$ cat config.mk
export PLATFORM = sky130hd
export DESIGN_NAME = ksConsTop
export DESIGN_NICKNAME = d
export VERILOG_FILES = /design/src/ksConsPkg.sv /design/src/ksConsIntf.sv /design/src/ksMicroSeq.sv /design/src/ksConsoleCtrl.sv /design/src/ksConsTop.sv
export VERILOG_INCLUDE_DIRS = /design/src
export SDC_FILE = /design/constraint.sdc
export NUM_CORES = 1
export LEC_CHECK = 0
export BUFFER_PORTS_ARGS = -buffer_cell sky130_fd_sc_hd__buf_2
export CORE_MARGIN = 2
export CORE_UTILIZATION = 47
export DETAILED_ROUTE_END_ITERATION = 10
export PLACE_DENSITY = 0.67
export RECOVER_POWER = 100
export SETUP_SLACK_MARGIN = 0.1
export SLEW_MARGIN = 20
export SYNTH_ARGS = -nofsm -noshare
export SYNTH_HDL_FRONTEND = slang
export SYNTH_HIERARCHICAL = 1
export SYNTH_SLANG_ARGS = --single-unit
$ cat constraint.sdc
create_clock -name clk -period 2.35 [get_ports clk]
set_input_delay 0.1175 -clock clk [delete_from_list [all_inputs] [get_ports clk]]
set_output_delay 0.1175 -clock clk [all_outputs]
set_load 0.02 [all_outputs]
$ cat src/ksCons_macros.svh
// Console subsystem constants (ROM width, clock-enable ratio, microcode entry points); include where needed
`ifndef KS_CONS_MACROS_SVH
`define KS_CONS_MACROS_SVH

////////////////////
// Control ROM geometry
////////////////////

// Address width of the control ROM
// Sixteen words are enough for the console microprogram
`define CROM_AW 4

////////////////////
// Clock enable
////////////////////

// Number of clk cycles per clken pulse
`define CLKEN_DIV 4

////////////////////
// Microprogram entry points
////////////////////

// Idle loop, dispatches on the console flags
`define UADDR_IDLE 0

// Halt entry, sets HALT and returns to idle
`define UADDR_HALT 2

// Single instruction execute entry
`define UADDR_EXEC 4

// Run entry, clears HALT and then loops
`define UADDR_RUN 8

`endif

$ cat src/ksConsPkg.sv
// Shared console types (microword, host command, status flags); import where the types are used
`default_nettype none

`include "ksCons_macros.svh"

package ksConsPkg;

   ////////////////////
   // Microword fields
   ////////////////////

   // Special function select
   // Only the console select matters here
   typedef enum logic [2:0] {
      SPEC_NOP  = 3'd0,
      SPEC_CONS = 3'd5
   } specSelT;

   // Next address source
   typedef enum logic [1:0] {
      BR_NEXT = 2'd0,
      BR_JUMP = 2'd1,
      BR_DISP = 2'd2,
      BR_LOOP = 2'd3
   } brTypeT;

   // Reduced microword
   // Console flag controls plus branch control
   typedef struct packed {
      logic                 specEn;
      specSelT              specSel;
      logic                 setHalt;
      logic                 clrHalt;
      logic                 clrRun;
      logic                 clrExec;
      logic                 clrCont;
      brTypeT               brType;
      logic [`CROM_AW-1:0]  jumpAddr;
   } cromWordT;

   ////////////////////
   // Console channel
   ////////////////////

   // Host command, write selects switch update vs plain read
   typedef struct packed {
      logic write;
      logic run;
      logic cont;
      logic exec;
   } consCmdT;

   // Processor status flags
   typedef struct packed {
      logic run;
      logic cont;
      logic exec;
      logic halt;
   } consStatT;

endpackage

`default_nettype wire

$ cat src/ksConsIntf.sv
// Console status flags (RUN, CONT, EXEC, HALT) driven by microcode and console writes; one per CPU
`default_nettype none
`timescale 1ns/1ps

module ksConsIntf
   import ksConsPkg::*;
(
   input  wire           clk,
   input  wire           rst,
   input  wire           clken,
   input  wire cromWordT crom,
   input  wire           debugHalt,
   input  wire           cslSet,
   input  wire consCmdT  cslCmd,
   output consStatT      stat
);

   // Console special function decode
   logic specCons;

   // Flag registers
   logic runQ;
   logic contQ;
   logic execQ;
   logic haltQ;

   assign specCons = crom.specEn & (crom.specSel == SPEC_CONS);

   ////////////////////
   // HALT
   ////////////////////

   // Set has priority over clear
   always_ff @(posedge clk or posedge rst)
   begin
      if (rst)
         haltQ <= 1'b0;
      else if (clken)
      begin
         if (specCons & crom.setHalt)
            haltQ <= 1'b1;
         else if (specCons & crom.clrHalt)
            haltQ <= 1'b0;
      end
   end

   ////////////////////
   // RUN
   ////////////////////

   // Breakpoint or microcode clear wins over the switch
   always_ff @(posedge clk or posedge rst)
   begin
      if (rst)
         runQ <= 1'b0;
      else if (clken)
      begin
         if ((specCons & crom.clrRun) | debugHalt)
            runQ <= 1'b0;
         else if (cslSet)
            runQ <= cslCmd.run;
      end
   end

   ////////////////////
   // EXEC and CONT
   ////////////////////

   // Microcode clear wins over the switch
   always_ff @(posedge clk or posedge rst)
   begin
      if (rst)
      begin
         execQ <= 1'b0;
         contQ <= 1'b0;
      end
      else if (clken)
      begin
         if (specCons & crom.clrExec)
            execQ <= 1'b0;
         else if (cslSet)
            execQ <= cslCmd.exec;
         // Same pattern for continue
         if (specCons & crom.clrCont)
            contQ <= 1'b0;
         else if (cslSet)
            contQ <= cslCmd.cont;
      end
   end

   assign stat = '{run: runQ, cont: contQ, exec: execQ, halt: haltQ};

endmodule

`default_nettype wire

$ cat src/ksMicroSeq.sv
// Console microsequencer with clock-enable divider, program counter and control ROM
`default_nettype none
`timescale 1ns/1ps

`include "ksCons_macros.svh"

module ksMicroSeq
   import ksConsPkg::*;
(
   input  wire           clk,
   input  wire           rst,
   input  wire consStatT stat,
   output logic          clken,
   output cromWordT      crom
);

   localparam int DivW = $clog2(`CLKEN_DIV);

   // ROM addresses
   localparam logic [`CROM_AW-1:0] IdleAddr = `CROM_AW'(`UADDR_IDLE);
   localparam logic [`CROM_AW-1:0] HaltAddr = `CROM_AW'(`UADDR_HALT);
   localparam logic [`CROM_AW-1:0] ExecAddr = `CROM_AW'(`UADDR_EXEC);
   localparam logic [`CROM_AW-1:0] RunAddr  = `CROM_AW'(`UADDR_RUN);
   localparam logic [`CROM_AW-1:0] LoopAddr = `CROM_AW'(`UADDR_RUN + 1);
   localparam logic [`CROM_AW-1:0] LastAddr = '1;

   logic [DivW-1:0]     divCnt;
   logic [`CROM_AW-1:0] upc;
   logic [`CROM_AW-1:0] nextAddr;

   // Build one microword
   function automatic cromWordT mkWord(input logic cons, input logic setH,
                                       input logic clrH, input logic clrE,
                                       input logic clrC, input brTypeT br,
                                       input logic [`CROM_AW-1:0] ja);
      return '{specEn: cons, specSel: (cons ? SPEC_CONS : SPEC_NOP),
               setHalt: setH, clrHalt: clrH, clrRun: 1'b0, clrExec: clrE,
               clrCont: clrC, brType: br, jumpAddr: ja};
   endfunction

   ////////////////////
   // Clock enable
   ////////////////////

   // Registered pulse, one clk wide every CLKEN_DIV cycles
   always_ff @(posedge clk or posedge rst)
   begin
      if (rst)
      begin
         divCnt <= '0;
         clken  <= 1'b0;
      end
      else
      begin
         divCnt <= (divCnt == DivW'(`CLKEN_DIV - 1)) ? '0 : divCnt + 1'b1;
         clken  <= (divCnt == DivW'(`CLKEN_DIV - 2));
      end
   end

   ////////////////////
   // Next address
   ////////////////////

   always_comb
   begin
      unique case (crom.brType)
         BR_NEXT: nextAddr = upc + 1'b1;
         BR_JUMP: nextAddr = crom.jumpAddr;
         // Idle dispatch on console flags, jumpAddr is the fall-through
         BR_DISP:
         begin
            if (stat.exec)
               nextAddr = ExecAddr;
            else if ((stat.cont & stat.halt) | (stat.run & ~stat.halt))
               nextAddr = RunAddr;
            else
               nextAddr = crom.jumpAddr;
         end
         // Keep looping while RUN holds
         default: nextAddr = stat.run ? crom.jumpAddr : HaltAddr;
      endcase
   end

   // Microprogram counter, steps only on clken
   always_ff @(posedge clk or posedge rst)
   begin
      if (rst)
         upc <= IdleAddr;
      else if (clken)
         upc <= nextAddr;
   end

   ////////////////////
   // Control ROM
   ////////////////////

   always_comb
   begin
      case (upc) inside
         IdleAddr: crom = mkWord(1'b0, 1'b0, 1'b0, 1'b0, 1'b0, BR_DISP, IdleAddr);
         // Halt entry, CONT drops here too
         HaltAddr: crom = mkWord(1'b1, 1'b1, 1'b0, 1'b0, 1'b1, BR_JUMP, IdleAddr);
         ExecAddr: crom = mkWord(1'b1, 1'b0, 1'b0, 1'b1, 1'b0, BR_JUMP, HaltAddr);
         // Run entry also consumes a continue request
         RunAddr:  crom = mkWord(1'b1, 1'b0, 1'b1, 1'b0, 1'b1, BR_NEXT, IdleAddr);
         [LoopAddr:LastAddr - 1'b1]:
            crom = mkWord(1'b0, 1'b0, 1'b0, 1'b0, 1'b0, BR_NEXT, IdleAddr);
         LastAddr: crom = mkWord(1'b0, 1'b0, 1'b0, 1'b0, 1'b0, BR_LOOP, LoopAddr);
         // Unused words fall back to idle
         default:  crom = mkWord(1'b0, 1'b0, 1'b0, 1'b0, 1'b0, BR_JUMP, IdleAddr);
      endcase
   end

endmodule

`default_nettype wire

$ cat src/ksConsoleCtrl.sv
// Console host controller: four-phase req/ack, switch write strobe and status snapshot
`default_nettype none
`timescale 1ns/1ps

module ksConsoleCtrl
   import ksConsPkg::*;
(
   input  wire           clk,
   input  wire           rst,
   input  wire           clken,
   input  wire           hostReq,
   input  wire consCmdT  hostCmd,
   input  wire consStatT stat,
   output logic          hostAck,
   output consStatT      hostStat,
   output logic          cslSet,
   output consCmdT       cslCmd
);

   typedef enum logic [1:0] {
      ST_IDLE    = 2'd0,
      ST_APPLY   = 2'd1,
      ST_RESPOND = 2'd2,
      ST_RELEASE = 2'd3
   } ctrlStateT;

   ctrlStateT state;
   consCmdT   cmdQ;
   consStatT  statQ;

   ////////////////////
   // Handshake FSM
   ////////////////////

   always_ff @(posedge clk or posedge rst)
   begin
      if (rst)
         state <= ST_IDLE;
      else
      begin
         case (state)
            // New request only once ack is low
            ST_IDLE:    if (hostReq) state <= ST_APPLY;
            // Switch write lands on this clken
            ST_APPLY:   if (clken) state <= ST_RESPOND;
            // Snapshot on the following clken
            ST_RESPOND: if (clken) state <= ST_RELEASE;
            // Ack drops one cycle after req drops
            default:    if (!hostReq) state <= ST_IDLE;
         endcase
      end
   end

   // Command and snapshot registers
   always_ff @(posedge clk)
   begin
      if (state == ST_IDLE && hostReq)
         cmdQ <= hostCmd;
      if (state == ST_RESPOND && clken)
         statQ <= stat;
   end

   // Strobe coincides with clken, writes only
   assign cslSet   = (state == ST_APPLY) & clken & cmdQ.write;
   assign cslCmd   = cmdQ;
   assign hostAck  = (state == ST_RELEASE);
   assign hostStat = statQ;

endmodule

`default_nettype wire

$ cat src/ksConsTop.sv
// Console subsystem top: host controller, microsequencer and status flags
`default_nettype none
`timescale 1ns/1ps

module ksConsTop
   import ksConsPkg::*;
(
   input  wire           clk,
   input  wire           rst,
   input  wire           hostReq,
   input  wire consCmdT  hostCmd,
   input  wire           debugHalt,
   output wire           hostAck,
   output wire consStatT hostStat,
   output wire consStatT cpuStat
);

   // Sequencer outputs
   wire           clken;
   wire cromWordT crom;

   // Console switch path
   wire           cslSet;
   wire consCmdT  cslCmd;

   ksConsoleCtrl u_ksConsoleCtrl (
      .clk      (clk),
      .rst      (rst),
      .clken    (clken),
      .hostReq  (hostReq),
      .hostCmd  (hostCmd),
      .stat     (cpuStat),
      .hostAck  (hostAck),
      .hostStat (hostStat),
      .cslSet   (cslSet),
      .cslCmd   (cslCmd)
   );

   // Branches on the same flags the host sees
   ksMicroSeq u_ksMicroSeq (
      .clk   (clk),
      .rst   (rst),
      .stat  (cpuStat),
      .clken (clken),
      .crom  (crom)
   );

   ksConsIntf u_ksConsIntf (
      .clk       (clk),
      .rst       (rst),
      .clken     (clken),
      .crom      (crom),
      .debugHalt (debugHalt),
      .cslSet    (cslSet),
      .cslCmd    (cslCmd),
      .stat      (cpuStat)
   );

endmodule

`default_nettype wire

; ---- Yosys cells after proc, flatten, opt, wreduce, memory -nomap -nowiden
; Index checks and enable logic that the tools add are counted.
[totals]
ff_bits = 21
input_bits = 8
output_inout_bits = 9
wordCells = 88
[classes]
n_eq_ne = 16
n_bitwise = 13
n_lt_le_gt_ge = 2
reduce_logical = 15
n_mux = 24
add_sub_neg = 2
[ops]
columns = operator, count
row1 = $mux 15, 5
row2 = $mux 4, 3
row3 = $pmux 4 s3, 1
row4 = $and 1x1->1, 10
row5 = $eq 2x2->1 const B, 5
row6 = $mux 2, 5
row7 = $eq 4x4->1 const B, 2
row8 = $mux 1, 8
row9 = $reduce_and 2->1, 4
row10 = $reduce_bool 2->1, 4
row11 = $mux 6, 1
row12 = $pmux 2 s3, 1
row13 = $add 4x1->4 const B, 1
row14 = $eq 2x1->1 const B, 2
row15 = $eq 4x2->1 const B, 1
row16 = $eq 4x3->1 const B, 1
row17 = $ge 4x4->1 const B, 1
row18 = $le 4x4->1 const B, 1
row19 = $logic_not 2->1, 2
row20 = $logic_not 4->1, 1
row21 = $ne 2x1->1 const B, 2
row22 = $ne 4x1->1 const B, 1
row23 = $reduce_and 4->1, 1
row24 = $eq 3x3->1 const B, 1
row25 = 5 further kinds, 8

; ---- Depth between registers and ports, before layout
; Gate-level depths: netlist of run 1.
[depth]
ltp_word = 13
mapped_depth = 9
ltp_nobuf = 8

; ---- Modules after synthesis
; The synthesis of run 1 kept the hierarchy.
[modules_own_cells]
columns = module, area_each_um2, instances, seq_area_each_um2, cells_per_inst
row1 = ksMicroSeq, 583.1, 1, 175.2, 62
row2 = ksConsoleCtrl, 469.2, 1, 290.3, 33
row3 = ksConsIntf, 241.5, 1, 100.1, 23

; ---- Worst setup path before layout of run 1
; No wires, ideal clock.
[synth_path]
kind = reg2reg
startpoint = register u_ksMicroSeq.upc[1]
endpoint = register u_ksConsIntf.haltQ
required_ns = 2.232
setup_time_ns = 0.118
synth_period_minus_slack_ns = 1.862
arrival_ns = 1.744
n_path_buf = 0
stages_incl_launch_ff = 9
slack_ns = 0.488
cell_sequence = dfrtp_1 > inv_1 > ha_1 > and3b_1 > or2_1 > nand2b_1 > nor2b_4 > and4_4 > a21o_1
[synth_rtl]
columns = item, line_no
row1 = from (decl), ksMicroSeq.sv:28  ; logic [`CROM_AW-1:0] upc;
row2 = from (signal assigned), ksMicroSeq.sv:88  ; upc <= IdleAddr;
row3 = from (signal assigned), ksMicroSeq.sv:90  ; upc <= nextAddr;
row4 = to (signal assigned), ksConsIntf.sv:37  ; haltQ <= 1'b0;
row5 = to (signal assigned), ksConsIntf.sv:41  ; haltQ <= 1'b1;
row6 = to (signal assigned), ksConsIntf.sv:43  ; haltQ <= 1'b0;
row7 = to (decl), ksConsIntf.sv:25  ; logic haltQ;

==> results of run 1 <==
[power groups by stage]
stage / Clock (uW) / Sequential, uW / Combinational, uW
3_3_place_gp: 0 / 591 / 511
2_1_floorplan: 0 / 522 / 557
3_5_place_dp: 0 / 599 / 529
6_report: 170 / 582 / 503
4_1_cts: 179 / 590 / 541
5_1_grt: 194 / 603 / 575
[timing repair]
action | 4_1_cts | 5_1_grt
hold endpoints to repair | 17 | 0
hold buffers | 5 | 0
gates resized for setup | 0 | 0
[cell type report]
cell class,instances,area [um^2],area share
clock buffers,3,22.52,0.01693
clock inverters,1,5.005,0.003763
inverters,11,41.29,0.03104
multi-input cells,70,540.5,0.4064
flip-flops and latches,21,565.5,0.4252
well taps,30,37.54,0.02822
repair buffers,21,117.6,0.08843
[critical path, cell delays in order (launching register included)]
cell and delay, ns:
dfrtp_1 0.46, inv_1 0.07, ha_1 0.24, and3b_1 0.19
or2_1 0.21, nand2b_1 0.19, nor2b_1 0.16, and4_1 0.23
a21o_1 0.19
[metrics by stage]
step	setup WS (ns)	area, um^2	power (uW)	utilization	cells
2_1_floorplan	0.4883	1267	1079	-	114
3_3_place_gp	0.4037	1296	1103	0.5139	148
3_5_place_dp	0.3379	1296	1128	0.5139	148
4_1_cts	0.2913	1374	1310	0.5446	157
5_1_grt	0.1546	1330	1373	0.5273	157
6_report	0.3117	1330	1256	0.5273	157
[worst max-delay path by stage]
stage / endpoint / slack, ns / depth (start not counted)
2_1_floorplan: u_ksConsIntf/haltQ$_DFFE_PP0P_ / 0.49 / 8
3_3_place_gp: u_ksConsIntf/haltQ$_DFFE_PP0P_ / 0.40 / 8
3_5_place_dp: u_ksConsIntf/haltQ$_DFFE_PP0P_ / 0.34 / 8
4_1_cts: u_ksConsIntf/haltQ$_DFFE_PP0P_ / 0.29 / 8
5_1_grt: u_ksConsIntf/haltQ$_DFFE_PP0P_ / 0.15 / 8
6_report: u_ksConsIntf/haltQ$_DFFE_PP0P_ / 0.31 / 8
[layer usage]
metal / track usage / vias to the layer above / share of wire
li1: - / 406 / -
met5: 0 / - / 0
met2: 0.2534 / 14 / 0.49
met4: 0.03061 / 0 / 0.0064
met3: 0.04884 / 3 / 0.044
met1: 0.1664 / 378 / 0.45
[state kept, by name, indices dropped and copies added, names as in the netlist]
register and flops:
u_ksConsoleCtrl/hostStat 4, u_ksConsIntf/haltQ 1, u_ksConsIntf/runQ 1, u_ksMicroSeq/clken 1, u_ksMicroSeq/divCnt 2, u_ksConsIntf/execQ 1
u_ksConsoleCtrl/state 2, u_ksConsoleCtrl/cslCmd 4, u_ksMicroSeq/upc 4, u_ksConsIntf/contQ 1
==> impl_metrics.csv, run 1 <==
group,metric,value,unit
pwr,pwr-share-seq,0.464,
min_path,hold_start,"hostReq",
routing,drt_iter0_drc,13,
min_path,hold_end,"u_ksConsoleCtrl/state[0]$_DFFE_PP0P_",
grt,gr-total-overflow,0,
sta,final_max_slew_viol_count,0,
die,rows,18,
outcome,status,"finished, final reports clean",
place,dpl.hpwl,1553,um
routing,detail_route.first_pass.iterations,4,
critical_path,crit_path_start,"u_ksMicroSeq/upc[1]$_DFFE_PP0P_",
pwr,p_leak,0.0006131,uW
routing,route.detailed.drc,0,
die,io_pins,17,
cts,cts_tree,"done",
critical_path,critical_path.startpoint_type,"flip-flop",
pwr,power.density,944.1,nW/um^2
cells_and_area,final_cell_mix,"13 x dfrtp_1, 11 x inv_1, 11 x ha_1",
yosys,synth_area_per_cell,11.18,um^2
sta,post-route-period-util,0.8674,
pwr,clockPowerShare,0.135,
pwr,swShare,0.3966,
routing,wirelength,2019,um
die,core_area,2522,um^2
place,io_buffers,16,
grt,grt_pass1_vias,796,
min_path,hold_path_class,"in -> reg",
routing,via_per_inst,5.102,
die,start_util,0.5010,
critical_path,r2r-end,"u_ksConsIntf/haltQ$_DFFE_PP0P_",
die,die_area,3120,um^2
sta,setup_viol,0,
min_path,min_path_cells,3,
routing,vias,801,
yosys,synth_area,1264,um^2
grt,grt_pass1_wl,3477,um
cts,cts_root_buf,"clkbuf_4",
pwr,ir_worst_vdd,0.6333,mV
cts,cts_buffer_depth,2,
critical_path,r2r_cells,8,
routing,post_drt_wl_per_cell,12.86,um
yosys,synth_warnings,6,
critical_path,critPathKind,"reg -> reg",
pwr,p_comb_frac,0.401,
cts,clkSinkCount,21,
grt,grt_antenna_before_repair,0,
cells_and_area,drive_above_1_share,0.1024,
grt,grt_max_degree,18,
critical_path,required,2.55,ns
cts,cts_setup_buffers,0,
cts,path_clk_slew,0.12,ns
critical_path,cp_max_fo,7,
cells_and_area,n_antenna_cell,0,
sta,hold_viol,0,
die,die_x,55.86,um
routing,ant_nets,0,
pwr,internal-power,757.7,uW
sta,finalClockSkew,0.01072,ns
sta,whs,0.1585,ns
sta,grt_setup_unrepaired,"no",
critical_path,r2r_slack,0.31,ns
critical_path,r2r_start,"u_ksMicroSeq/upc[1]$_DFFE_PP0P_",
critical_path,cp.arrival,2.24,ns
sta,fmax,0.4906,GHz
pwr,netSwitchingPower,498.0,uW
place,gp_congestion,0.8683,
critical_path,critPathCaptureType,"flip-flop",
cells_and_area,fillers,243,
cts,clkLatencyLatePin,0.31,ns
sta,setup_tns,0,ns
sta,min_period,2.038,ns
grt,grt.total_usage,0.1426,
cells_and_area,nNetsFinal,147,
cells_and_area,syn_to_final_growth,5.248,%
yosys,synthCells,113,
cells_and_area,final_common_cell,"dfrtp_1",
cts,cts-htree-levels,1,
flow_run,maxCapViolations,0,
die,fp.dieH,55.86,um
cts,numCtsBuffers,3,
No activity file was read; power rests on OpenSTA's default activity.
==> inputs of run 2 (changes only) <==
--- a/config.mk
+++ b/config.mk
@@ -8,9 +8,9 @@
 export LEC_CHECK = 0
 export BUFFER_PORTS_ARGS = -buffer_cell sky130_fd_sc_hd__buf_2
 export CORE_MARGIN = 2
-export CORE_UTILIZATION = 47
+export CORE_UTILIZATION = 48
 export DETAILED_ROUTE_END_ITERATION = 10
-export PLACE_DENSITY = 0.67
+export PLACE_DENSITY = 0.68
 export RECOVER_POWER = 100
 export SETUP_SLACK_MARGIN = 0.1
 export SLEW_MARGIN = 20
==> run 2 against run 1 <==
Against the previous run:
- non-clock buffer count is the same
- clock power is essentially flat
- final cell count is the same
- flip-flop and latch count unchanged
- sequential power about the same
- fmax down 2.5%
- worst hold slack better by 0.035 ns
- design area unchanged
- register-to-register slack got worse by 0.05 ns
- wire length grew 7.4%
- sequential share of layout area is the same
- utilization increased by 0.96 points
- largest power group unchanged
- highest routed layer unchanged
==> impl_metrics.csv, run 2 (synthesis gave the netlist of run 1 again) <==
group,metric,value,unit
sta,setup_tns,0,ns
sta,final_max_slew_viol_count,0,
cells_and_area,post-route-util,0.5369,
grt,gr-total-overflow,0,
routing,vias,814,
routing,route.detailed.drc,0,
cells_and_area,syn_to_final_growth,5.248,%
critical_path,critPathKind,"reg -> reg",
die,die_x,55.31,um
die,rows,18,
sta,min_period,2.091,ns
cells_and_area,nNetsFinal,147,
sta,setup_viol,0,
place,gp_congestion,0.8652,
cts,cts_buffer_depth,2,
routing,ant_nets,0,
critical_path,required,2.56,ns
die,start_util,0.5101,
critical_path,cp_max_fo,7,
min_path,hold_path_class,"in -> reg",
cells_and_area,seq_area,565.5,um^2
routing,wirelength,2169,um
sta,hold_viol,0,
cts,path_clk_slew,0.12,ns
flow_run,maxCapViolations,0,
place,io_buffers,16,
cts,cts_root_buf,"clkbuf_4",
grt,grt_antenna_before_repair,0,
cells_and_area,final_cell_mix,"13 x dfrtp_1, 11 x inv_1, 11 x ha_1",
cts,clkLatencyLatePin,0.30,ns
routing,via_per_inst,5.185,
grt,grt_pass1_vias,817,
critical_path,cpLargestDelayFamily,"simple AND/OR/NAND/NOR gates",
cts,postCtsResizedCells,0,
cells_and_area,multi_input_comb_area,540.5,um^2
outcome,status,"finished, final reports clean",
die,io_pins,17,
die,fp.dieH,55.31,um
critical_path,slowest_delay,0.47,ns
cts,numCtsBuffers,3,
place,dpl.hpwl,1613,um
critical_path,critical_path.startpoint_type,"flip-flop",
cts,clkSinkCount,21,
cells_and_area,drive_above_1_share,0.1024,
cts,cts_tree,"done",
routing,drt_iter0_drc,9,
pwr,p_leak,0.0006131,uW
grt,grt.total_usage,0.1551,
cells_and_area,final_common_cell,"dfrtp_1",
critical_path,r2r_slack,0.26,ns
grt,grt_max_degree,18,
pwr,ir_worst_vdd,0.5610,mV
sta,fmax,0.4782,GHz
critical_path,cp.arrival,2.30,ns
die,core_area,2477,um^2
sta,grt_setup_unrepaired,"no",
critical_path,critPathCaptureType,"flip-flop",
pwr,power.density,954.4,nW/um^2
sta,finalClockSkew,0.004621,ns
cells_and_area,n_antenna_cell,0,
grt,grt_pass1_wl,3760,um
cells_and_area,fillers,254,
critical_path,worst_path_max_delay_cell,"dfrtp_1",
die,die_area,3059,um^2
routing,post_drt_wl_per_cell,13.82,um
critical_path,cp_num_buf_inv,1,
sta,worst_slack,0.2587,ns
sta,post-route-period-util,0.8899,
critical_path,path_cells,"inv_1 -> ha_1 -> and3b_1 -> or2_1 -> nand2b_1 -> nor2b_1 -> and4_1 -> a21o_1",
routing,detail_route.first_pass.iterations,4,
cts,cts-htree-levels,1,
place,place_ws,0.3125,ns
run 2: cell counts in the layout (fill, tap and decap cells not counted):
Identical to the previous run, type by type.
run 2: tightest hold or removal path, stage by stage:
cell and delay, ns:
buf_2 0.08, o21ai_0 0.06, a21oi_1 0.15, a21oi_1 0.05
run 2: worst paths after layout:
kind	start	depth (start not counted)	end
min in group asynchronous	rst	3	u_ksConsoleCtrl/state[1]$_DFFE_PP0P_
min reg2reg	u_ksMicroSeq/divCnt[0]$_DFF_PP0_	1	u_ksMicroSeq/divCnt[0]$_DFF_PP0_
max reg2reg	u_ksMicroSeq/upc[1]$_DFFE_PP0P_	8	u_ksConsIntf/haltQ$_DFFE_PP0P_
max	u_ksMicroSeq/upc[1]$_DFFE_PP0P_	8	u_ksConsIntf/haltQ$_DFFE_PP0P_
max in group asynchronous	rst	3	u_ksMicroSeq/upc[2]$_DFFE_PP0P_
min	debugHalt	4	u_ksConsIntf/runQ$_DFFE_PP0P_
run 2: layout make-up:
class | instances | area share
well taps | 30 | 0.02822
inverters | 11 | 0.03104
clock inverters | 1 | 0.003763
multi-input cells | 70 | 0.4064
clock buffers | 3 | 0.01693
repair buffers | 21 | 0.08843
flip-flops and latches | 21 | 0.4252
run 2: metal layers:
metal	GRT usage	part of all wire
met2	0.2704	0.50
met5	0	0
met1	0.1909	0.45
met3	0.01639	0.037
met4	0.07317	0.012
run 2: report_power, final:
group          leakage [uW]  switching [uW]  internal (uW)  total [uW]
clock             0.0000177             109           63.4         172
sequential         0.000233             114            469         583
combinational      0.000363             290            225         515
total              0.000613             513            757        1270
run 2: repair_timing:
item / 4_1_cts / 5_1_grt
hold buffers: 5 / 0
hold endpoints to repair: 17 / 0
setup buffers: 0 / 0
setup endpoints to repair: 0 / 0
run 2: metrics by stage:
| stage | cell area [um^2] | total power [uW] | hold WS (ns) | std cells |
|---|---|---|---|---|
| finish | 1330 | 1269 | 0.1937 | 157 |
| global placement | 1296 | 1098 | -0.007137 | 148 |
| floorplan | 1267 | 1079 | -0.1413 | 114 |
| detailed placement | 1296 | 1128 | 0.005320 | 148 |
| global route | 1330 | 1375 | 0.2142 | 157 |
| CTS | 1374 | 1312 | 0.1872 | 157 |
